**config.mk**
```make
export PLATFORM = sky130hd
export DESIGN_NAME = aes_enc_shifter
export DESIGN_NICKNAME = d
export VERILOG_FILES = /design/src/verilog/aes_pkg.sv /design/src/verilog/aes_enc_shifter.sv
export SDC_FILE = /design/constraint.sdc
export NUM_CORES = 1
export LEC_CHECK = 0
export ABC_CLOCK_PERIOD_IN_PS = 1500
export BUFFER_PORTS_ARGS = -buffer_cell sky130_fd_sc_hd__buf_2
export CAP_MARGIN = 20
export CORE_ASPECT_RATIO = 1.25
export CORE_MARGIN = 5
export CORE_UTILIZATION = 44
export DETAILED_ROUTE_END_ITERATION = 10
export HOLD_SLACK_MARGIN = 0.02
export PLACE_DENSITY = 0.76
export SYNTH_ARGS = -nofsm -noshare
export SYNTH_HDL_FRONTEND = slang
export SYNTH_SLANG_ARGS = --single-unit
```
**constraint.sdc**
```tcl
create_clock -name clk -period 1.5 [get_ports clk]
set_input_delay 0.15 -clock clk [delete_from_list [all_inputs] [get_ports clk]]
set_output_delay 0.15 -clock clk [all_outputs]
set_load 0.005 [all_outputs]
```
**src/verilog/aes_pkg.sv**
```systemverilog
package aes_pkg;

  // aes-128 is fixed at ten rounds over a 128-bit block
  localparam int unsigned AES_ROUNDS = 10;
  localparam int unsigned AES_BLOCK_BITS = 128;

  // state array, byte index is row*4+col
  typedef logic [15:0][7:0] aes_state_t;

  // round FSM states
  typedef enum logic [2:0] {
    IDLE,
    INIT_KEY,
    SHIFT,
    MIX,
    FINISH
  } aes_fsm_e;

  // write-back operation for the mix/add-key stage
  typedef enum logic [1:0] {
    // raw state xor key, initial key addition
    MIX_INIT,
    // MixColumns then xor key, rounds 1 to 9
    MIX_FULL,
    // xor key only, last round
    MIX_FINAL
  } aes_mix_op_e;

  // rcon for the first expansion step
  localparam logic [7:0] aes_rcon_first = 8'h01;

  // multiply by x in GF(2^8) mod x^8+x^4+x^3+x+1
  function automatic logic [7:0] xtime(input logic [7:0] b);
    logic [7:0] shifted;
    shifted = {b[6:0], 1'b0};
    return b[7] ? (shifted ^ 8'h1b) : shifted;
  endfunction

endpackage

```
**src/verilog/aes_enc_shifter.sv**
```systemverilog
`timescale 1ns/100ps

module aes_enc_shifter import aes_pkg::*;
(
  input  logic       clk,
  input  logic       resetn,
  input  logic [7:0] byte_in,
  input  logic       byte_load,
  input  logic       block_start,
  input  aes_state_t state_in,
  input  logic       state_wr,
  input  logic       shift_en,
  output aes_state_t state,
  output aes_state_t shift_out
);

  // byte slot for the serial load
  logic [3:0] slot;

  // stream byte k goes to row k mod 4, col k div 4
  always_ff @(posedge clk or negedge resetn)
  begin
    if (!resetn)
      state <= '0;
    else if (byte_load)
      state[{slot[1:0], slot[3:2]}] <= byte_in;
    else if (state_wr)
      state <= state_in;
  end

  // slot counter, wraps after 16 bytes
  always_ff @(posedge clk or negedge resetn)
  begin
    if (!resetn)
      slot <= 4'd0;
    else if (block_start)
      slot <= 4'd0;
    else if (byte_load)
      slot <= slot + 4'd1;
  end

  // ShiftRows, row r rotated left by r
  always_ff @(posedge clk)
  begin
    if (shift_en)
    begin
      for (int r = 0; r < 4; r++)
      begin
        for (int c = 0; c < 4; c++)
        begin
          shift_out[r * 4 + c] <= state[r * 4 + ((c + r) % 4)];
        end
      end
    end
  end

endmodule

```
### After elaboration in Yosys (flattened, before gate mapping)

Index checks and enable logic that the tools add are counted.

| storage, ports and cells | value |
|---|---|
| register bits | 260 |
| bits of input ports | 142 |
| output and inout port bits | 256 |

| operators by class | value |
|---|---|
| add/subtract/negate cells | 1 |
| order comparisons | 2 |
| muxes and demuxes | 7 |
| reduce and logical (&&, ||, !) cells | 3 |

Operators with widths:

| operator | count |
|---|---|
| $mux W128 | 2 |
| $bwmux W128 | 1 |
| $demux W8 S4 | 1 |
| $mux W4 | 2 |
| $mux W8 | 1 |
| $lt A4 B5 Y1 const B | 1 |
| $add A4 B1 Y4 const B | 1 |
| $ge A4 B1 Y1 const B | 1 |
| $reduce_bool A2 Y1 | 2 |
| $logic_and A1 B1 Y1 | 1 |

### Longest topological paths before layout

Gate-level depths: netlist (run 1).

| logic depth | value |
|---|---|
| word-level depth | 6 |
| mapped depth | 6 |

### Least setup slack after synthesis (run 1)

Ideal clock, no wire load.

| timing | value |
|---|---|
| kind | reg-to-reg |
| start | reg slot[0] |
| end | reg state[14] (netlist name) |
| library setup time | 118 ps |
| arrival time | 1330 ps |
| data required time | 1382 ps |
| slack | 52 ps |
| stages on the path, launching flop included | 7 |
| period minus slack after synthesis | 1448 ps |
| path through | dfrtp_1 > inv_1 > ha_1 > and4b_1 > buf_4 > a22o_1 > a21o_1 |

| between the ends | value |
|---|---|
| cells in the longest elaborated chain, start to end | 6 |
| elaborated cells between the ends (all ways) | 7 |
| classes of those cells | order compare (2); mux (4); reduce/logical (1) |

Ends and longest elaborated chain:

| what | line | RTL |
|---|---|---|
| start, declared | aes_enc_shifter.sv:18 | `logic [3:0] slot;` |
| start signal, assigned | aes_enc_shifter.sv:39 | `slot <= slot + 4'd1;` |
| $lt A4 B5 Y1 (implied by the code) / $ge A4 B1 Y1 (equally long branches) | aes_enc_shifter.sv:26 | `state[{slot[1:0], slot[3:2]}] <= byte_in;` |
| $logic_and A1 B1 Y1 (implied by the code) | aes_enc_shifter.sv:26 |  |
| $mux W8 (implied by the code) | aes_enc_shifter.sv:26 |  |
| $demux W8 S4 * | aes_enc_shifter.sv:26 |  |
| $bwmux W128 * | aes_enc_shifter.sv:26 |  |
| $mux W128 * | aes_enc_shifter.sv:25 | `else if (byte_load)` |
| end signal, assigned by index | aes_enc_shifter.sv:26 |  |
| end signal, assigned | aes_enc_shifter.sv:28 | `state <= state_in;` |
| end, declared | aes_enc_shifter.sv:13 | `output aes_state_t state,` |

Mark *: on every way between the ends. The rest lies on a longest branch, timed or not.
A chain may end at the register's enable or synchronous reset.

### Worst setup path in the final report (run 1)

| timing | value |
|---|---|
| start | reg slot[0] |
| end | reg state[119] (netlist name) |

Same word-level chain as after synthesis.

==> impl_summary.txt, run 1 <==
----------------------------------------------------
[Die]
  Standard cell core area ... 0.02229 mm^2
  Die Area ... 0.02583 mm^2
  # rows ... 61
  Number of primary I/O pins ... 398
  Width of the chip ... 144.8 um
  Effective utilization at floorplan ... 44.82%
  Die Y ... 178.5 um

[STA]
  Final setup violation count ... 0
  Worst Clk Skew ... 0.01076 ns
  Maximum clock frequency ... 669.6 MHz
  Min setup slack post-route ... 0.006480 ns
  Worst hold slack ... 0.1941 ns
  Unrepaired setup endpoints after global routing ... true
  Final Hold Viols ... 0
  Relative max-transition margin ... 56.85%
  Final period utilization ... 99.57%
  Number of pins with negative max-slew slack in the final report ... 0
  Final setup TNS ... 0 ns
  Worst-Margin Slew ... 0.6473 ns
  Minimum clock period ... 1.494 ns

[Power]
  Net switching power ... 4.624 mW
  Leakage power ... 7.500 nW
  Clock power frac ... 37.5%
  Power density normalized to cell area ... 1259 mW/mm^2
  Internal ... 14.13 mW
  Largest vdd supply drop ... 1.053 mV
  Switching power share of the total ... 24.66%
  Post-layout total power ... 18.75 mW
  Gate power share ... 14.4%
  Part of the power in registers ... 48.1%

[Yosys]
  Mapped Avg Cell Area ... 16.19 um^2
  Post-synthesis cell type count ... 22
  Syn. warnings ... 0
  Post-synthesis sequential element count ... 260
  Gate Count Post-Synth ... 617
  Number of flops mapped to enable cells by yosys ... 128
  Synthesized area ... 0.009988 mm^2
  Post-synth top flop ... sky130_fd_sc_hd__dfrtp_1
  Proportion of register bits with asynchronous set or reset after synthesis ... 50.77%
  Synthesized netlist net count ... 763
  Part of the Yosys area used for sequential elements ... 71.55%

[Setup path]
  Logic depth of the worst path, buffers included ... 5
  Crit end category ... register
  Number of buffers and inverters on the critical path ... 1
  End of the worst register-to-register path ... state[119]
  Critical register-to-register path startpoint ... slot[0]
  Critical path fanouts, max ... 8
  CP peak stage delay ... 0.44 ns
  Chain of cells forming the critical path ... buf_6, ha_4, and4b_2, a22o_1, a21o_1
  Critical Path RT ... 1.91 ns
  Critical path type ... reg2reg
  Logic depth of the worst register-to-register path ... 5
  R2R Setup Slk ... 0.006 ns
  Worst EP arrival ... 1.90 ns
  CP startpoint kind ... register
  Top cell family by delay on the critical path ... flip-flops
  Master of the slowest instance on the critical path ... sky130_fd_sc_hd__dfrtp_2

[Finish]
  Post-route insts no fill ... 1,470
  Total of fill cells in the finished design ... 1,482
  Sequential cell area in the final layout ... 0.007149 mm^2
  Final non-filler cell area ... 0.01490 mm^2
  Fraction of layout cells with a size suffix above 1 ... 44.09%
  Total area of multi-input combinational cells ... 0.002655 mm^2
  End-of-flow core utilization ... 66.84%
  Area grow syn2layout ... 49.13%
  Final layout net count ... 1,310

[Place]
  GPL Wtd Cong ... 0.8409
  Worst slack at placement ... -0.1593 ns
  DP Area ... 0.01246 mm^2
  Placed cell count ... 1,281
  Post-DP HPWL ... 21,880 um
  Number of input and output port buffers inserted ... 397

[Routing]
  Residual antenna-violating net count after detailed routing ... 0
  Count of vias placed by the detailed router ... 8,092
  Vias per cell ... 5.505
  Total Routed Length ... 33,960 um
  Number of DRC violations after detailed routing ... 0
  Routed wire per std cell ... 23.10 um
  Number of design-rule violations left by the first detailed-router iteration ... 335
  Router iterations before antenna repair ... 4

[Job]
  Max-cap viol count ... 0

[CTS]
  Max Buffers Root-to-Sink ... 3
  H-Tree Depth ... 1
  Clock sink count ... 260
  Clock buffers created by TritonCTS ... 26
  CTS Root Cell ... sky130_fd_sc_hd__clkbuf_16
  Clk slew on worst S/H paths ... 0.07 ns
  Clock latency reported for the late side of the worst-skew pair ... 0.53 ns
  CTS tree ... yes

[GRT]
  Gr usage total ... 25.33%
  Vias in the first global route ... 8,732
  Initial antenna violation count ... 2
  Final global-route overflow total ... 0
  Maximum number of pins on one net before global-route repair ... 67
  Wire length of the first global-routing pass ... 50,340 um

[Run status]
  Run status ... finished clean

[Min path]
  Path category of the worst min-delay check ... in2async

----------------------------------------------------
-- worst max path at each step --
stage / slack, ns / endpoint / from
floorplan: 0.05 / state[14] / slot[0]
global route: -0.03 / state[86] / slot[1]
detailed placement: -0.16 / state[19] / slot[3]
global placement: -0.14 / state[20] / slot[3]
finish: 0.006 / state[119] / slot[0]
CTS: -0.02 / state[38] / slot[1]
-- cells in the mapped netlist, types with 2 or more instances --
master / count / area share (%)
sky130_fd_sc_hd__nor2_4: 12 / 1.4
sky130_fd_sc_hd__dfrtp_1: 132 / 33
sky130_fd_sc_hd__clkbuf_1: 22 / 0.83
sky130_fd_sc_hd__and4bb_1: 4 / 0.50
sky130_fd_sc_hd__and4_1: 4 / 0.35
sky130_fd_sc_hd__nor2_2: 4 / 0.25
sky130_fd_sc_hd__edfxtp_1: 128 / 38
sky130_fd_sc_hd__and4b_1: 8 / 0.80
sky130_fd_sc_hd__a21o_1: 128 / 9.6
sky130_fd_sc_hd__inv_1: 2 / 0.075
sky130_fd_sc_hd__nor2_1: 4 / 0.15
sky130_fd_sc_hd__buf_4: 8 / 0.60
sky130_fd_sc_hd__xor2_1: 2 / 0.18
sky130_fd_sc_hd__buf_6: 9 / 1.0
sky130_fd_sc_hd__ha_1: 4 / 0.50
sky130_fd_sc_hd__buf_2: 13 / 0.65
sky130_fd_sc_hd__a22o_1: 128 / 11
-- routing by layer --
metal / GRT usage, % / part of all wire [%] / vias up
met3: 6.168 / 8.8 / 111
li1: - / - / 3512
met1: 28.83 / 35 / 4005
met2: 44.96 / 52 / 464
met4: 10.69 / 4.2 / 0
met5: 0 / 0 / -
-- cell type report --
type | instances | area share (%)
inverters | 2 | 0.05040
flip-flops and latches | 260 | 48.00
diodes | 3 | 0.05040
clock buffers | 32 | 5.006
clock inverters | 16 | 1.294
well taps | 283 | 2.377
repair buffers | 567 | 25.40
multi-input cells | 307 | 17.82
-- flip-flops by register name, indices dropped and copies added, names as in the netlist --
| register | cells |
|---|---|
| shift_out | 128 |
| slot | 4 |
| state | 128 |
-- timing repair --
item,in CTS,in global routing
setup buffers,1,1
hold buffers,132,0
gates resized for setup,25,17
gates cloned,3,1
endpoints found under the setup margin,123,100
pin swaps,5,6
hold endpoints to repair,277,0
-- logic make-up after synthesis --
logic type | count (synthesis) | synth area share [%]
xor+xnor | 3 | 0.2631
mux | 1 | 0.1002
buf+inv | 54 | 3.169
compound gates | 256 | 20.84
simple gates | 39 | 3.570
flops | 260 | 71.55
fa+ha+maj | 4 | 0.5011
-- cells in the final DEF, fill, tap and decap left out, types with 2 or more instances in the layout --
| cell type | synthesis | routed |
|---|---|---|
| sky130_fd_sc_hd__inv_2 | 0 | 2 |
| sky130_fd_sc_hd__nor2_1 | 4 | 4 |
| sky130_fd_sc_hd__clkinvlp_4 | 0 | 3 |
| sky130_fd_sc_hd__clkbuf_16 | 0 | 28 |
| sky130_fd_sc_hd__bufinv_16 | 0 | 4 |
| sky130_fd_sc_hd__clkinv_1 | 0 | 2 |
| sky130_fd_sc_hd__and4_4 | 0 | 3 |
| sky130_fd_sc_hd__dfrtp_1 | 132 | 130 |
| sky130_fd_sc_hd__diode_2 | 0 | 3 |
| sky130_fd_sc_hd__and4b_1 | 8 | 2 |
| sky130_fd_sc_hd__buf_12 | 0 | 13 |
| sky130_fd_sc_hd__ha_2 | 0 | 2 |
| sky130_fd_sc_hd__and4b_2 | 0 | 7 |
| sky130_fd_sc_hd__xor2_1 | 2 | 2 |
| sky130_fd_sc_hd__clkinv_4 | 0 | 2 |
| sky130_fd_sc_hd__dfrtp_2 | 0 | 2 |
| sky130_fd_sc_hd__a22o_1 | 128 | 128 |
| sky130_fd_sc_hd__dlygate4sd3_1 | 0 | 132 |
| sky130_fd_sc_hd__buf_4 | 8 | 21 |
| sky130_fd_sc_hd__clkbuf_8 | 0 | 3 |
| sky130_fd_sc_hd__and4b_4 | 0 | 2 |
| sky130_fd_sc_hd__and4bb_4 | 0 | 3 |
| sky130_fd_sc_hd__edfxtp_1 | 128 | 128 |
| sky130_fd_sc_hd__clkinv_2 | 0 | 5 |
| sky130_fd_sc_hd__ha_4 | 0 | 2 |
| sky130_fd_sc_hd__buf_2 | 13 | 395 |
| sky130_fd_sc_hd__buf_6 | 9 | 6 |
| sky130_fd_sc_hd__nor2_4 | 12 | 15 |
| sky130_fd_sc_hd__a21o_1 | 128 | 128 |
| sky130_fd_sc_hd__and4bb_2 | 0 | 2 |
-- worst register-to-register path, stage by stage, from the launching register on --
cell and delay, ns:
sky130_fd_sc_hd__dfrtp_2 0.44, sky130_fd_sc_hd__buf_6 0.14, sky130_fd_sc_hd__ha_4 0.18, sky130_fd_sc_hd__and4b_2 0.27
sky130_fd_sc_hd__a22o_1 0.20, sky130_fd_sc_hd__a21o_1 0.16
-- power by group through the flow --
| stage | sequential [mW] | combinational [mW] | clock [mW] |
|---|---|---|---|
| after floorplan | 9.10 | 0.754 | 0 |
| after global placement | 9.10 | 2.29 | 0 |
| after detailed placement | 9.13 | 2.35 | 0 |
| after CTS | 9.01 | 2.66 | 7.11 |
| after global routing | 9.11 | 2.91 | 7.44 |
| final | 9.03 | 2.70 | 7.02 |
Note: power is estimated with default switching activity, not from simulation.
==> run 2, diff against run 1 <==
--- a/config.mk
+++ b/config.mk
@@ -12,6 +12,7 @@
 export CORE_MARGIN = 5
 export CORE_UTILIZATION = 44
 export DETAILED_ROUTE_END_ITERATION = 10
+export GPL_TIMING_DRIVEN = 0
 export HOLD_SLACK_MARGIN = 0.02
 export PLACE_DENSITY = 0.76
 export SYNTH_ARGS = -nofsm -noshare
==> impl_summary.txt, run 2 (same netlist as run 1, synthesis figures left out) <==
----------------------------------------------------
[Run status]
  Run status ... finished, violations left
  Violated checks ... negative setup slack

[Setup path]
  Critical Path RT ... 1.91 ns
  Critical path type ... reg2reg
  Worst EP arrival ... 1.95 ns
  CP startpoint kind ... register
  Critical path fanouts, max ... 9
  Crit end category ... register

[Die]
  Die Y ... 178.5 um
  Standard cell core area ... 0.02229 mm^2
  Die Area ... 0.02583 mm^2
  # rows ... 61
  Number of primary I/O pins ... 398
  Width of the chip ... 144.8 um
  Effective utilization at floorplan ... 44.82%

[CTS]
  Clock buffers created by TritonCTS ... 25
  Max Buffers Root-to-Sink ... 3
  Clock sink count ... 260
  H-Tree Depth ... 1
  CTS Root Cell ... sky130_fd_sc_hd__clkbuf_16
  Clk slew on worst S/H paths ... 0.07 ns
  Clock latency reported for the late side of the worst-skew pair ... 0.52 ns
  CTS tree ... yes

[Power]
  Post-layout total power ... 18.11 mW
  Power density normalized to cell area ... 1237 mW/mm^2
  Largest vdd supply drop ... 1.119 mV
  Leakage power ... 7.369 nW

[STA]
  Final setup violation count ... 28
  Final Hold Viols ... 0
  Worst-Margin Slew ... 1.072 ns
  Minimum clock period ... 1.545 ns
  Min setup slack post-route ... -0.04544 ns
  Maximum clock frequency ... 647.1 MHz
  Worst Clk Skew ... 0.01275 ns
  Unrepaired setup endpoints after global routing ... true
  Relative max-transition margin ... 28.53%
  Final period utilization ... 103.0%
  Number of pins with negative max-slew slack in the final report ... 0

[Finish]
  End-of-flow core utilization ... 65.70%
  Final non-filler cell area ... 0.01464 mm^2
  Leading cell type in the layout, fill and taps excluded ... sky130_fd_sc_hd__buf_2
  Area grow syn2layout ... 46.59%
  Post-route insts no fill ... 1,469
  Most frequent cells in the layout ... sky130_fd_sc_hd__buf_2 (391), sky130_fd_sc_hd__dlygate4sd3_1 (130), sky130_fd_sc_hd__dfrtp_1 (129)
  Fraction of layout cells with a size suffix above 1 ... 41.74%
  ANT cells ... 0
  Final layout net count ... 1,313
  Largest registers ranked by flip-flop count ... shift_out (128), state (128), slot (4)

[Place]
  DP Area ... 0.01236 mm^2
  GPL Wtd Cong ... 0.8248
  Placed cell count ... 1,291
  Number of input and output port buffers inserted ... 389
  Worst slack at placement ... -0.2881 ns
  Post-DP HPWL ... 23,070 um

[Min path]
  Path category of the worst min-delay check ... in2reg

[GRT]
  Initial antenna violation count ... 0
  Final global-route overflow total ... 0
  Gr usage total ... 26.13%
  Vias in the first global route ... 8,657
  Maximum number of pins on one net before global-route repair ... 87
  Wire length of the first global-routing pass ... 51,300 um

[Routing]
  Total Routed Length ... 34,990 um
  Number of design-rule violations left by the first detailed-router iteration ... 484
  Routed wire per std cell ... 23.82 um
  Count of vias placed by the detailed router ... 8,123
  Number of DRC violations after detailed routing ... 0
  Residual antenna-violating net count after detailed routing ... 0
  Router iterations before antenna repair ... 5
  Vias per cell ... 5.530

[Job]
  Max-cap viol count ... 0

----------------------------------------------------
[run 2: cell type report]
cell class | instances | area [um^2]
fillers | 1522 | 7645
flip-flops and latches | 260 | 7151
repair buffers | 527 | 3361
multi-input cells | 303 | 2609
clock buffers | 35 | 683.2
well taps | 283 | 354.1
plain buffers | 48 | 335.3
clock inverters | 11 | 141.4
inverters | 2 | 7.507
[run 2: repair_timing]
| action | in CTS | in global routing |
|---|---|---|
| setup buffers | 5 | 0 |
| gates resized for setup | 22 | 23 |
| hold buffers | 130 | 0 |
| setup endpoints to repair | 128 | 128 |
| cloned | 0 | 1 |
| hold endpoints to repair | 191 | 0 |
[run 2: layer usage]
layer | up-vias | track usage (%) | part of all wire [%]
met1 | 4041 | 30.70 | 35
li1 | 3497 | - | -
met2 | 496 | 45.96 | 52
met3 | 89 | 6.248 | 9.2
met4 | 0 | 9.953 | 3.9
met5 | - | 0 | 0
[run 2: worst paths after layout]
path,startpoint,end,slack (ns),cells past startpoint
min in group asynchronous,resetn,state[88],0.13,2
max reg2reg,slot[0],state[10],-0.05,6
min,shift_en,shift_out[72],0.11,1
min reg2reg,state[86],shift_out[70],0.47,0
max,slot[0],state[10],-0.05,6
max in group asynchronous,resetn,state[38],0.57,3
[run 2: worst max-delay path, stage by stage (launching register included)]
cell and delay, ns:
sky130_fd_sc_hd__dfrtp_2 0.42, sky130_fd_sc_hd__inv_2 0.08, sky130_fd_sc_hd__ha_4 0.17, sky130_fd_sc_hd__and4b_1 0.21, sky130_fd_sc_hd__buf_6 0.15, sky130_fd_sc_hd__a22o_1 0.22
sky130_fd_sc_hd__a21o_1 0.18
[run 2: power breakdown]
part	switching (mW)	internal, mW	total, mW	leakage, nW
clock	2.70	3.71	6.41	0.395
sequential	0.554	8.46	9.02	2.91
combinational	1.29	1.40	2.68	4.06
total	4.54	13.6	18.1	7.37
[run 2: metrics by stage]
step | hold slack [ns] | TNS [ns]
finish | 0.1099 | -0.5408
detailed placement | 0.1138 | -21.61
floorplan | -0.1456 | 0
CTS | 0.1161 | -1.731
global placement | 0.3611 | -374.16
global route | 0.1281 | -3.016
