$ cat config.mk
export PLATFORM = sky130hd
export DESIGN_NAME = aes_enc_control
export DESIGN_NICKNAME = d
export VERILOG_FILES = /design/src/verilog/aes_pkg.sv /design/src/verilog/aes_enc_control.sv
export SDC_FILE = /design/constraint.sdc
export NUM_CORES = 1
export LEC_CHECK = 0
export ABC_AREA = 1
export BUFFER_PORTS_ARGS = -buffer_cell sky130_fd_sc_hd__buf_4
export CORE_AREA = 2 2 39 41
export CTS_CLUSTER_SIZE = 40
export DETAILED_ROUTE_END_ITERATION = 10
export DIE_AREA = 0 0 41 43
export PLACE_DENSITY = 0.62
export REMOVE_ABC_BUFFERS = 1
export SLEW_MARGIN = 20
export SYNTH_ARGS = -nofsm -noshare
export SYNTH_HDL_FRONTEND = slang
export SYNTH_SLANG_ARGS = --single-unit
$ cat constraint.sdc
create_clock -name clk -period 1.54 [get_ports clk]
set_input_delay 0.308 -clock clk [delete_from_list [all_inputs] [get_ports clk]]
set_output_delay 0.308 -clock clk [all_outputs]
set_load 0.05 [all_outputs]
$ cat src/verilog/aes_pkg.sv
package aes_pkg;

  // aes-128 is fixed at ten rounds over a 128-bit block
  localparam int unsigned AES_ROUNDS = 10;
  localparam int unsigned AES_BLOCK_BITS = 128;

  // state array, byte index is row*4+col
  typedef logic [15:0][7:0] aes_state_t;

  // round FSM states
  typedef enum logic [2:0] {
    IDLE,
    INIT_KEY,
    SHIFT,
    MIX,
    FINISH
  } aes_fsm_e;

  // write-back operation for the mix/add-key stage
  typedef enum logic [1:0] {
    // raw state xor key, initial key addition
    MIX_INIT,
    // MixColumns then xor key, rounds 1 to 9
    MIX_FULL,
    // xor key only, last round
    MIX_FINAL
  } aes_mix_op_e;

  // rcon for the first expansion step
  localparam logic [7:0] aes_rcon_first = 8'h01;

  // multiply by x in GF(2^8) mod x^8+x^4+x^3+x+1
  function automatic logic [7:0] xtime(input logic [7:0] b);
    logic [7:0] shifted;
    shifted = {b[6:0], 1'b0};
    return b[7] ? (shifted ^ 8'h1b) : shifted;
  endfunction

endpackage

$ cat src/verilog/aes_enc_control.sv
`timescale 1ns/100ps

module aes_enc_control import aes_pkg::*;
(
  input  logic        clk,
  input  logic        resetn,
  input  logic        data_wr,
  input  logic        key_wr,
  input  logic        start,
  output logic        byte_load,
  output logic        key_load,
  output logic        block_start,
  output logic        shift_en,
  output logic        state_wr,
  output logic        key_next,
  output aes_mix_op_e mix_op,
  output logic        busy,
  output logic        done
);

  aes_fsm_e   fsm, fsm_next;
  // current round, 1 to 10
  logic [3:0] round;
  logic       last_round;

  assign busy       = (fsm != IDLE);
  assign last_round = (round == 4'(AES_ROUNDS));

  // writes and start are dropped while busy
  assign byte_load   = data_wr && !busy;
  assign key_load    = key_wr && !busy;
  assign block_start = start && !busy;

  // step strobes decoded from the state
  assign shift_en = (fsm == SHIFT);
  assign state_wr = (fsm == INIT_KEY) || (fsm == MIX);
  assign key_next = (fsm == INIT_KEY) || (fsm == MIX);
  assign done     = (fsm == FINISH);

  // initial add in INIT_KEY, no MixColumns in round 10
  always_comb
  begin
    mix_op = MIX_INIT;
    if (fsm == MIX)
      mix_op = last_round ? MIX_FINAL : MIX_FULL;
  end

  always_comb
  begin
    fsm_next = fsm;
    case (fsm)
      IDLE:
      begin
        if (block_start)
          fsm_next = INIT_KEY;
      end
      INIT_KEY:
        fsm_next = SHIFT;
      SHIFT:
        fsm_next = MIX;
      MIX:
      begin
        // two cycles per round until the last
        if (last_round)
          fsm_next = FINISH;
        else
          fsm_next = SHIFT;
      end
      FINISH:
        fsm_next = IDLE;
      default:
        fsm_next = IDLE;
    endcase
  end

  always_ff @(posedge clk or negedge resetn)
  begin
    if (!resetn)
      fsm <= IDLE;
    else
      fsm <= fsm_next;
  end

  // round count advances on each write-back
  always_ff @(posedge clk or negedge resetn)
  begin
    if (!resetn)
      round <= 4'd0;
    else if (block_start)
      round <= 4'd1;
    else if (fsm == MIX && !last_round)
      round <= round + 4'd1;
  end

endmodule

== Yosys cells after proc, flatten, opt, wreduce, memory -nomap -nowiden ==
Cells that the tools add are included.

* Flip-flop bits (word level): 7
* Latch bits: 0
* Bits in writable memories: 0
* Memory bits (read-only): 0
* Logic and storage cells: 26
* Memories kept: 0

* Add/subtract/negate cells: 1
* Multiply operators: 0
* Divide/modulo/power cells: 0
* Order comparisons: 0
* Equality and inequality tests: 6
* Shifts and indexed selects: 0
* Mux-type cells: 7
* Bitwise operators: 0
* Reductions and logical operators: 10

{| class="wikitable"
|+ Operators by type and width
! cell !! number
|-
| 3-bit case mux with 4 select lines || 1
|-
| 4-bit two-way mux || 2
|-
| 3-bit by 2-bit equality test with 1-bit output (second input constant) || 2
|-
| 3-bit two-way mux || 2
|-
| 4-bit by 1-bit adder with 4-bit output (second input constant) || 1
|-
| 4-bit equality test (second input constant) || 1
|-
| 1-bit logical AND || 4
|-
| 2-bit two-way mux || 2
|-
| 3-bit by 1-bit equality test with 1-bit output (second input constant) || 1
|-
| 3-bit equality test (second input constant) || 1
|-
| 3-bit logical NOT || 1
|-
| 3-bit nonzero test || 1
|-
| 1-bit logical NOT || 2
|-
| 2-bit != test (second input constant) || 1
|-
| 2-bit nonzero test || 1
|-
| 1-bit logical OR || 1
|}

== Longest topological paths before layout ==
Gate-level depths: netlist (run 1).

* Depth in word-level cells: 5
* Mapped depth: 7
* Depth with buffers taken out: 7

== Worst setup path after synthesis (run 1) ==
Ideal clock, no wire load.

* Kind: register to output
* Start: register fsm[0]
* End: output byte_load
* Arrival time: 1.741 ns
* Data required time: 1.232 ns
* Setup slack: -0.509 ns
* Cell stages (with the launch flop): 4
* Buffers on the path: 0
* Cells stage by stage: dfrtp_1 > nor2_1 > nand2_1 > nor2_1

* Cells in the longest elaborated chain, start to end: 3

{| class="wikitable"
|+ Ends and longest elaborated chain
! what !! RTL line !! RTL
|-
| from (decl) || aes_enc_control.sv:21 || <nowiki>aes_fsm_e fsm, fsm_next;</nowiki>
|-
| from (signal assigned) || aes_enc_control.sv:81 || <nowiki>fsm <= fsm_next;</nowiki>
|-
| 3-bit nonzero test || aes_enc_control.sv:26 || <nowiki>assign busy = (fsm != IDLE);</nowiki>
|-
| named net busy || aes_enc_control.sv:17 || <nowiki>output logic busy,</nowiki>
|-
| 1-bit logical NOT || aes_enc_control.sv:30 || <nowiki>assign byte_load = data_wr && !busy;</nowiki>
|-
| 1-bit logical AND || aes_enc_control.sv:30 ||
|-
| to (decl) || aes_enc_control.sv:10 || <nowiki>output logic byte_load,</nowiki>
|}

The timed path passes the listed nets, and every way through them passes these cells.

== Worst setup path after layout (run 1) ==
* Start: register round[0]
* End: output mix_op[0]

* Cells in the longest elaborated chain, start to end: 3

{| class="wikitable"
|+ Ends and longest elaborated chain
! what !! RTL line !! RTL
|-
| from (decl) || aes_enc_control.sv:23 || <nowiki>logic [3:0] round;</nowiki>
|-
| from (signal assigned) || aes_enc_control.sv:92 || <nowiki>round <= round + 4'd1;</nowiki>
|-
| 4-bit equality test || aes_enc_control.sv:27 || <nowiki>assign last_round = (round == 4'(AES_ROUNDS));</nowiki>
|-
| 2-bit two-way mux || aes_enc_control.sv:45 || <nowiki>mix_op = last_round ? MIX_FINAL : MIX_FULL;</nowiki>
|-
| 2-bit two-way mux || aes_enc_control.sv:44 || <nowiki>if (fsm == MIX)</nowiki>
|-
| to (decl) || aes_enc_control.sv:16 || <nowiki>output aes_mix_op_e mix_op,</nowiki>
|}

No other way between the ends.

==> results of run 1 <==
## cells by family after synthesis
kind of cell / count (synthesis) / share of synthesized area
adder cells (fa/ha/maj): 2 / 0.0581
AO/OA/AOI/OAI: 2 / 0.0291
flip-flops: 7 / 0.407
AND/OR/NAND/NOR: 32 / 0.363
XOR/XNOR: 1 / 0.0204
buffers and inverters: 13 / 0.122
## tightest hold or removal path, delay by kind of cell
kind | cells | cell delay, ns
compound gates | 1 | 0.07
buf+inv | 2 | 0.14
## power breakdown
group	total (mW)	internal, mW	switching [mW]
combinational	1.05	0.384	0.665
sequential	0.360	0.261	0.0986
clock	0.167	0.0989	0.0678
total	1.58	0.744	0.832
## registers in the layout, summed over array words and instances (netlist names)
| register | count |
|---|---|
| fsm | 3 |
| round | 4 |
## per-stage QoR
step           TNS, ns  hold WS, ns  setup slack [ns]  instances   util
5_1_grt         -0.218        0.281            -0.103         97  0.495
3_5_place_dp         0        0.125             0.110         87  0.401
6_report       -0.0484        0.294           -0.0334         97  0.495
4_1_cts        -0.0780        0.286           -0.0404         95  0.462
2_1_floorplan    -1.47       0.0124            -0.509         56      -
3_3_place_gp         0        0.124             0.129         87  0.401
## per-layer routing
layer  vias to the layer above  track usage  routed length (microns)
li1                        223            -                        -
met1                       192        0.146                      395
met2                        21        0.225                      521
met3                         0       0.0628                      108
met4                         0       0.0200                        0
met5                         -            0                        0
## timing repair
item,in CTS,in global routing
buffers inserted,3,2
hold buffers,1,0
gates resized for setup,8,9
endpoints found under the setup margin,7,4
cloned,0,0
pin swaps,1,3
hold endpoints to repair,7,0
## final cells by class
cell class | instances | area, sq um
well taps | 16 | 20.0
flip-flops and latches | 7 | 176
fillers | 139 | 699
clock buffers | 4 | 26.3
repair buffers | 21 | 179
inverters | 12 | 45.0
multi-input cells | 37 | 238
## how the worst max path moves through the flow
stage	start	end	slack, ns	cells after the start
2_1_floorplan	fsm[0]	byte_load	-0.51	3
5_1_grt	round[0]	mix_op[0]	-0.10	6
4_1_cts	round[0]	mix_op[1]	-0.04	5
6_report	round[0]	mix_op[0]	-0.03	6
3_3_place_gp	round[0]	mix_op[0]	0.13	6
3_5_place_dp	round[0]	mix_op[0]	0.11	6
## synth_stat cells
cell type and instances:
nand2_1 13, inv_1 12, dfrtp_1 7, nand3_1 7, nor2_1 6, ha_1 2, nand3_2 2, buf_4 1
nand3b_1 1, nand4_1 1, nor2_4 1, nor3_1 1, o211ai_1 1, o21ai_0 1, xor2_1 1
==> impl_results.md, run 1 <==
* RSZ-0062 raised after global routing: true
* Post-synthesis cell count at 57
* CTS Sinks at 7
* Worst slew pin tran at 0.233 ns
* Max-slew violations at 0
* IO Count at 15
* Fin crit share at 1.02
* Biggest area consumer among synthesized cells: dfrtp_1
* #FFs+latches synth at 7
* Vias in the first global route at around 380
* Vias per cell at about 4.5
* Post-route DRC violation count at 0
* Cell Area, Synth at 430 sq um
* Post-DRT Antenna Nets at 0
* Crit Path Class: reg -> out
* Tmin final at around 1.6 ns
* Post-synth cell types at 15
* Worst r2r path cells at 6
* Ratio of cells with drive above 1 in the final layout at 0.444
* DR pass1 iterations at 4
* Gpl congestion at 0.844
* DR iter-0 viols at 5
* Top post-synthesis cells by area: dfrtp_1, nand2_1, inv_1
* Reg2reg end: round[2]
* RR Startpoint: round[0]
* CTS max path bufs at 2
* Hold violation total from the final report at 0
* Total CTS buffers at 3
* Die outline width at 41 microns
* Die Span Y at 43 microns
* Number of port buffers at 14
* Largest net degree at the start of global routing at 8
* Min-delay src: start
* Buf/Inv on CP at 2
* P_leak at 0.375 nW
* CP arrival at between 1 and 1.5 ns
* Detailed Place HPWL at ~700 microns
* Final setup fails at 2
* Commonest non-fill, non-tap cell in the layout: buf_4
* Top-area cell type share of the netlist area at 0.407
* Pwr Total at between 1.5 and 2 mW
* H-tree depth at 1
* Core Rows at 14
* Worst path required time at 1.23 ns
* Via count at 436
* Slowest-stage cell, CP: dfrtp_1
* Max cap viols at 0
* Skew final at ~0.0037 ns
* Die area at approximately 0.0018 sq mm
* Max Fanout on Critical Path at 4
* Reg2Reg Setup Slack at 0.24 ns
* First-pass GRT wire length at around 1500 microns
* Mean area per synthesized cell at ~7.6 sq um
* CTS tree: built
* Outcome: finished with violations
* All-Layer GR Usage at 0.133
* Initial antenna violation count at 0
* Initial core utilization at 0.311
* Clock-pin slew on the worst setup and hold paths at about 0.05 ns
* CP peak stage delay at around 0.38 ns
* Violated checks: setup timing
* Hold worst-path end: fsm[0]
* Clk_lat worst skew at 0.25 ns
* Worst setup EP type: primary output
* Post-route cell area at slightly below 700 sq um
* Cell breakdown of the critical path: inv_2 -> ha_4 -> nand2_2 -> nor2_2 -> nor2_4 -> buf_6
* WL final at 1020 microns
* CP delay by family, top: flip-flops
* ANT cells at 0
* Final WS setup at -0.0334 ns
* Pwr Density at about 2300 mW/mm^2
* Sequential area share after synthesis at 0.407
* Critical path startpoint category: flop
* DP Area at between 500 and 600 sq um
* P&R area growth vs syn at 59.0%
* Max VDD drop at ~0.9 mV
* YS warnings at 0
* Clock Root Buffer: clkbuf_4
* Hold Path Stages at 3
* Total global routing overflow at 0
* Slew Limit Headroom at 0.845
* Commonest cells after routing, fill and taps aside: buf_4, inv_1, nand2_1
* Core ar. at approximately 0.0014 sq mm
* Total Nets Final at about 90
* Avg WL per Cell at 10.6 microns
* Fmax at between 600 and 700 MHz
* Hold Path Class: in -> reg
(Power assumes the default switching activity.)
==> run 2: changes to the inputs <==
- TNS_END_PERCENT: not set -> 5
==> run 2 against run 1 <==
  * The run still ends with setup timing left
  * Utilization is 0.90 points lower
  * Final cell count is 1.0% lower
  * Fmax is 0.68% lower
  * Die area stayed put
  * Sequential power hardly changed
  * Hold slack hardly changed
  * First-iteration DRC count is 20% higher
  * Count of clock-buffer cells in the layout stayed put
  * Power is 0.69% lower
  * Critical endpoint is now mix_op[1]
==> impl_results.md, run 2 (synthesized netlist as in run 1, its figures left out) <==
* Outcome: finished with violations
* Violated checks: setup timing
* Post-route cell area at 672 sq um (-1.8%)
* Final hold slack at 0.294 ns (-0.000203 ns)
* Number of port buffers at 14 (unchanged)
* IO Count at 15 (unchanged)
* P_leak at 0.371 nW (-1.1%)
* Worst setup EP type: primary output
* Max-slew violations at 0 (unchanged)
* Commonest non-fill, non-tap cell in the layout: buf_4
* Die Span Y at 43 microns (unchanged)
* Number of flip-flops under the largest register name at 4 (unchanged)
* Total global routing overflow at 0 (unchanged)
* Detailed Place HPWL at 701 microns (unchanged)
* Post-route DRC violation count at 0 (unchanged)
* Comb pwr share at 0.664 (-0.002)
* Fin crit share at 1.03 (+0.00704)
* Crit Path Class: reg -> out
* Top Metal Used: met3
* Fmax at 631 MHz (-0.68%)
* Pwr Density at 2330 mW/mm^2 (+1.2%)
* Setup TNS at -0.0824 ns (-0.0340 ns)
* CTS tree: built
* Clock-pin slew on the worst setup and hold paths at 0.05 ns (about the same)
* Placement Setup Slack at 0.110 ns (unchanged)
* Cell breakdown of the critical path: inv_2 -> ha_4 -> nand3b_1 -> nor2_1 -> buf_6
* Die outline width at 41 microns (unchanged)
* Clk_lat worst skew at 0.25 ns (about the same)
* Total Nets Final at 88 (-1.1%)
* Tmin final at 1.58 ns (+0.0108 ns)
* Skew final at 0.00355 ns (-0.000136 ns)
* Final WS setup at -0.0442 ns (-0.0108 ns)
* Final core occ at 0.486 (-0.00904)
* First-pass GRT wire length at 1390 microns (-8.2%)
* Ratio of cells with drive above 1 in the final layout at 0.413 (-0.0319)
* Via count at 435 (-0.23%)
* Die area at 0.00176 sq mm (unchanged)
* CTS Sinks at 7 (unchanged)
* Total CTS buffers at 3 (unchanged)
* DR iter-0 viols at 6 (+1)
* Largest net degree at the start of global routing at 8 (unchanged)
* Vias per cell at 4.53 (+0.81%)
* Post-DRT Antenna Nets at 0 (unchanged)
* Routed wl met3 at 100 microns (-7.4%)
* Top Registers: round (4), fsm (3)
* Worst slew pin tran at 0.231 ns (-0.00204 ns)
* Critical path startpoint category: flop
* Internal power at 739 uW (-0.69%)
* P&R area growth vs syn at 56.1%
* DR pass1 iterations at 4 (unchanged)
* RSZ-0062 raised after global routing: true
* Avg WL per Cell at 10.6 microns (+0.25%)
* Gpl congestion at 0.844 (unchanged)
* Core ar. at 0.00138 sq mm (unchanged)
* CP arrival at 1.28 ns (about the same)
* WL final at 1020 microns (-0.78%)
* Max VDD drop at 0.902 mV (+2.9%)
* Post-route insts no fill at 96 (-1.0%)
* Initial antenna violation count at 0 (unchanged)
* Switching power at 826 uW (-0.68%)
* Placed cell count at 87 (unchanged)
* DP Area at 556 sq um (unchanged)
* ANT cells at 0 (unchanged)
* Vias in the first global route at 359 (-5.0%)
* Largest register by flop count: round
* Core Rows at 14 (unchanged)
* Register share of total power at 0.229 (about the same)
* Slew Limit Headroom at 0.846 (+0.00136)
* Switching share of power at 0.528 (about the same)
* Clock share of power at 0.107 (about the same)
* All-Layer GR Usage at 0.120 (-0.0132)
* Max Fanout on Critical Path at 3 (-1)
* Pwr Total at 1.57 mW (-0.69%)
* Initial core utilization at 0.311 (unchanged)
* Routed met2 length at 521 microns (unchanged)
* CP peak stage delay at 0.38 ns (about the same)
* Slowest-stage cell, CP: dfrtp_1
* H-tree depth at 1 (unchanged)
* M1 WL at 394 microns (-0.25%)
* Fill cell count at 141 (+1.4%)
* Hold Path Class: in -> reg
* CTS max path bufs at 2 (unchanged)
* Final setup fails at 2 (unchanged)
* Commonest cells after routing, fill and taps aside: buf_4, nand2_1, inv_1
* Clock Root Buffer: clkbuf_4
* Hold violation total from the final report at 0 (unchanged)
* Worst path required time at 1.23 ns (about the same)
* Max cap viols at 0 (unchanged)
run 2: worst paths after layout:
path | start | end | slack (ns) | cells after the start
max | round[0] | mix_op[1] | -0.04 | 5
max reg2reg | round[0] | round[2] | 0.24 | 6
max in group asynchronous | resetn | fsm[0] | 1.00 | 2
min | start | fsm[0] | 0.29 | 3
min reg2reg | fsm[2] | fsm[0] | 0.59 | 3
min in group asynchronous | resetn | round[0] | 0.40 | 2
run 2: power groups by stage:
stage	Clock, mW	Combinational, mW	Sequential (mW)
global route	0.187	1.12	0.367
detailed placement	0	0.864	0.357
finish	0.167	1.04	0.359
CTS	0.173	0.944	0.345
floorplan	0	0.644	0.336
global placement	0	0.853	0.356
run 2: what timing repair did:
item,in CTS,in global routing
setup endpoints to repair,7,5
buffers inserted,2,2
pin swaps,0,4
cloned,0,0
gates resized for setup,5,10
hold buffers,1,0
endpoints found under the hold margin,7,0
run 2: final cells by class:
| class | count | area [sq um] | area share |
|---|---|---|---|
| multi-input cells | 37 | 233 | 0.346 |
| repair buffers | 20 | 171 | 0.255 |
| clock buffers | 4 | 26.3 | 0.0391 |
| inverters | 12 | 45.0 | 0.0670 |
| well taps | 16 | 20.0 | 0.0298 |
| flip-flops and latches | 7 | 176 | 0.263 |
run 2: worst max-delay path: cells and delay by family (launching register included):
kind / cells / cell delay (ns)
flops: 1 / 0.38
simple gates: 2 / 0.26
buf+inv: 2 / 0.25
fa+ha+maj: 1 / 0.13
run 2: routing by layer:
metal,vias to the layer above,track usage
li1,222,-
met3,0,0.0628
met4,0,0.0200
met2,19,0.194
met1,194,0.136
met5,-,0
==> run 3: changes to the inputs <==
- BUFFER_PORTS_ARGS: -buffer_cell sky130_fd_sc_hd__buf_4 -> -buffer_cell sky130_fd_sc_hd__clkbuf_2
==> run 3 against run 2 <==
  * Clock skew decreased by 0.0019 ns
  * Critical path type unchanged
  * Flip-flop and latch count unchanged
  * Highest routed layer is now met4
  * Die area unchanged
  * The flow still finishes with violations (setup timing)
  * Combinational power increased by 4%
  * Count of clock-buffer cells in the layout unchanged
==> impl_results.md, run 3 (synthesized netlist as in run 1, its figures left out) <==
* CP arrival at 1.25 ns (-0.03 ns)
* Number of flip-flops under the largest register name at 4 (unchanged)
* Reg2Reg Setup Slack at 0.24 ns (about the same)
* Gpl congestion at 0.820 (-2.8%)
* Buf/Inv on CP at 2 (unchanged)
* Total global routing overflow at 0 (unchanged)
* Outcome: finished with violations
* Placed cell count at 90 (+3.4%)
* Commonest cells after routing, fill and taps aside: nand2_1, inv_1, buf_4
* Vias per cell at 4.60 (+1.4%)
* Avg WL per Cell at 10.0 microns (-5.5%)
* Violated checks: setup timing
* Initial antenna violation count at 0 (unchanged)
* DR pass1 iterations at 3 (-1)
* Post-route insts no fill at 99 (+3.1%)
* Reg2reg end: round[2]
* Initial core utilization at 0.311 (unchanged)
* WL final at 990 microns (-2.6%)
* Die area at 0.00176 sq mm (unchanged)
* Fmax at 642 MHz (+1.7%)
* Final hold slack at 0.326 ns (+0.0320 ns)
* Core ar. at 0.00138 sq mm (unchanged)
* Max cap viols at 0 (unchanged)
* P&R area growth vs syn at 59.3%
* Switching power at 826 uW (about the same)
* Clock share of power at 0.103 (-0.004)
* Die Span Y at 43 microns (unchanged)
* DP Area at 543 sq um (-2.3%)
* Via count at 455 (+4.6%)
* Largest register by flop count: round
* Comb pwr share at 0.676 (+0.012)
* RSZ-0062 raised after global routing: true
* Worst slew pin tran at 0.274 ns (+0.0431 ns)
* Number of port buffers at 14 (unchanged)
* Core Rows at 14 (unchanged)
* H-tree depth at 1 (unchanged)
* IO Count at 15 (unchanged)
* Clk_lat worst skew at 0.25 ns (about the same)
* Top Registers: round (4), fsm (3)
* Hold Path Class: in -> reg
* CTS max path bufs at 2 (unchanged)
* Register share of total power at 0.221 (-0.008)
* Detailed Place HPWL at 671 microns (-4.2%)
* CTS Sinks at 7 (unchanged)
* Die outline width at 41 microns (unchanged)
* Crit Path Class: reg -> out
* CTS tree: built
* ANT cells at 0 (unchanged)
* First-pass GRT wire length at 1520 microns (+9.0%)
* Total CTS buffers at 3 (unchanged)
* Skew final at 0.00167 ns (-0.00188 ns)
* Critical path startpoint category: flop
* Final WS setup at -0.0184 ns (+0.0259 ns)
* Cell breakdown of the critical path: inv_2 -> ha_4 -> nand2_1 -> nor2_2 -> nor2_4 -> buf_8
* Tmin final at 1.56 ns (-0.0259 ns)
* Clock-pin slew on the worst setup and hold paths at 0.05 ns (about the same)
* P_leak at 0.381 nW (+2.7%)
* Largest net degree at the start of global routing at 8 (unchanged)
* CP peak stage delay at 0.38 ns (about the same)
* DR iter-0 viols at 7 (+1)
* Setup crit start: round[0]
* Switching share of power at 0.518 (-0.0101)
* Ratio of cells with drive above 1 in the final layout at 0.410 (-0.00286)
* Worst r2r path cells at 6 (unchanged)
* Max VDD drop at 1.27 mV (+40%)
* Post-route DRC violation count at 0 (unchanged)
* Worst setup EP type: primary output
* Slowest-stage cell, CP: dfrtp_1
* Worst path required time at 1.23 ns (about the same)
* Pwr Density at 2330 mW/mm^2 (about the same)
* Critical path depth at 6 (+1)
* Clock Root Buffer: clkbuf_4
* Post-route cell area at 686 sq um (+2.0%)
* Fin crit share at 1.01 (-0.0168)
* Pwr Total at 1.60 mW (+2.0%)
* Crit path to: mix_op[0]
* Max Fanout on Critical Path at 2 (-1)
* Final setup fails at 3 (+1)
* All-Layer GR Usage at 0.134 (+0.0141)
* Post-DRT Antenna Nets at 0 (unchanged)
* Internal power at 770 uW (+4.2%)
* Max-slew violations at 0 (unchanged)
* Setup TNS at -0.0361 ns (+0.0462 ns)
* RR Startpoint: round[1]
* Hold violation total from the final report at 0 (unchanged)
* Placement Setup Slack at 0.105 ns (-0.00467 ns)
* Slew Limit Headroom at 0.818 (-0.0279)
* Final core occ at 0.495 (+0.00995)
* Fill cell count at 139 (-1.4%)
* Total Nets Final at 91 (+3.4%)
* Commonest non-fill, non-tap cell in the layout: nand2_1
* Vias in the first global route at 384 (+7.0%)
* CP delay by family, top: flip-flops
[run 3: power by group through the flow]
stage	Combinational, mW	Clock (mW)	Sequential (mW)
after floorplan	0.644	0	0.336
after global placement	0.876	0	0.330
after detailed placement	0.881	0	0.331
after CTS	0.982	0.173	0.342
after global routing	1.17	0.190	0.361
final	1.08	0.165	0.353
[run 3: cell type report]
type | instances | area, sq um | share of cell area
clock buffer | 4 | 26.3 | 0.0383
inverter | 12 | 45.0 | 0.0657
timing repair buffer | 23 | 190 | 0.277
sequential | 7 | 176 | 0.257
tap | 16 | 20.0 | 0.0292
multi-input combinational | 37 | 228 | 0.332
[run 3: worst min path at each step]
stage | startpoint | to | slack [ns] | cells after the start
detailed placement | resetn | round[2] | 0.15 | 1
CTS | start | fsm[0] | 0.31 | 3
floorplan | resetn | fsm[0] | 0.01 | 0
global route | start | fsm[0] | 0.33 | 3
finish | start | fsm[0] | 0.33 | 3
global placement | resetn | round[1] | 0.15 | 1
[run 3: routing by layer]
layer  track usage  wire [microns]
met1         0.156             426
met4        0.0600              19
met2         0.200             474
met5             0               0
met3        0.0628              70
[run 3: worst min-delay path, stage by stage]
cell      delay [ns]
clkbuf_2        0.09
o21ai_0         0.09
inv_1           0.06
[run 3: what timing repair did]
action                                  4_1_cts  5_1_grt
buffers inserted                              2        2
gates resized for setup                      16       10
endpoints found under the setup margin        7       10
pin swaps                                     3        3
hold buffers                                  1        0
hold endpoints to repair                      7        0
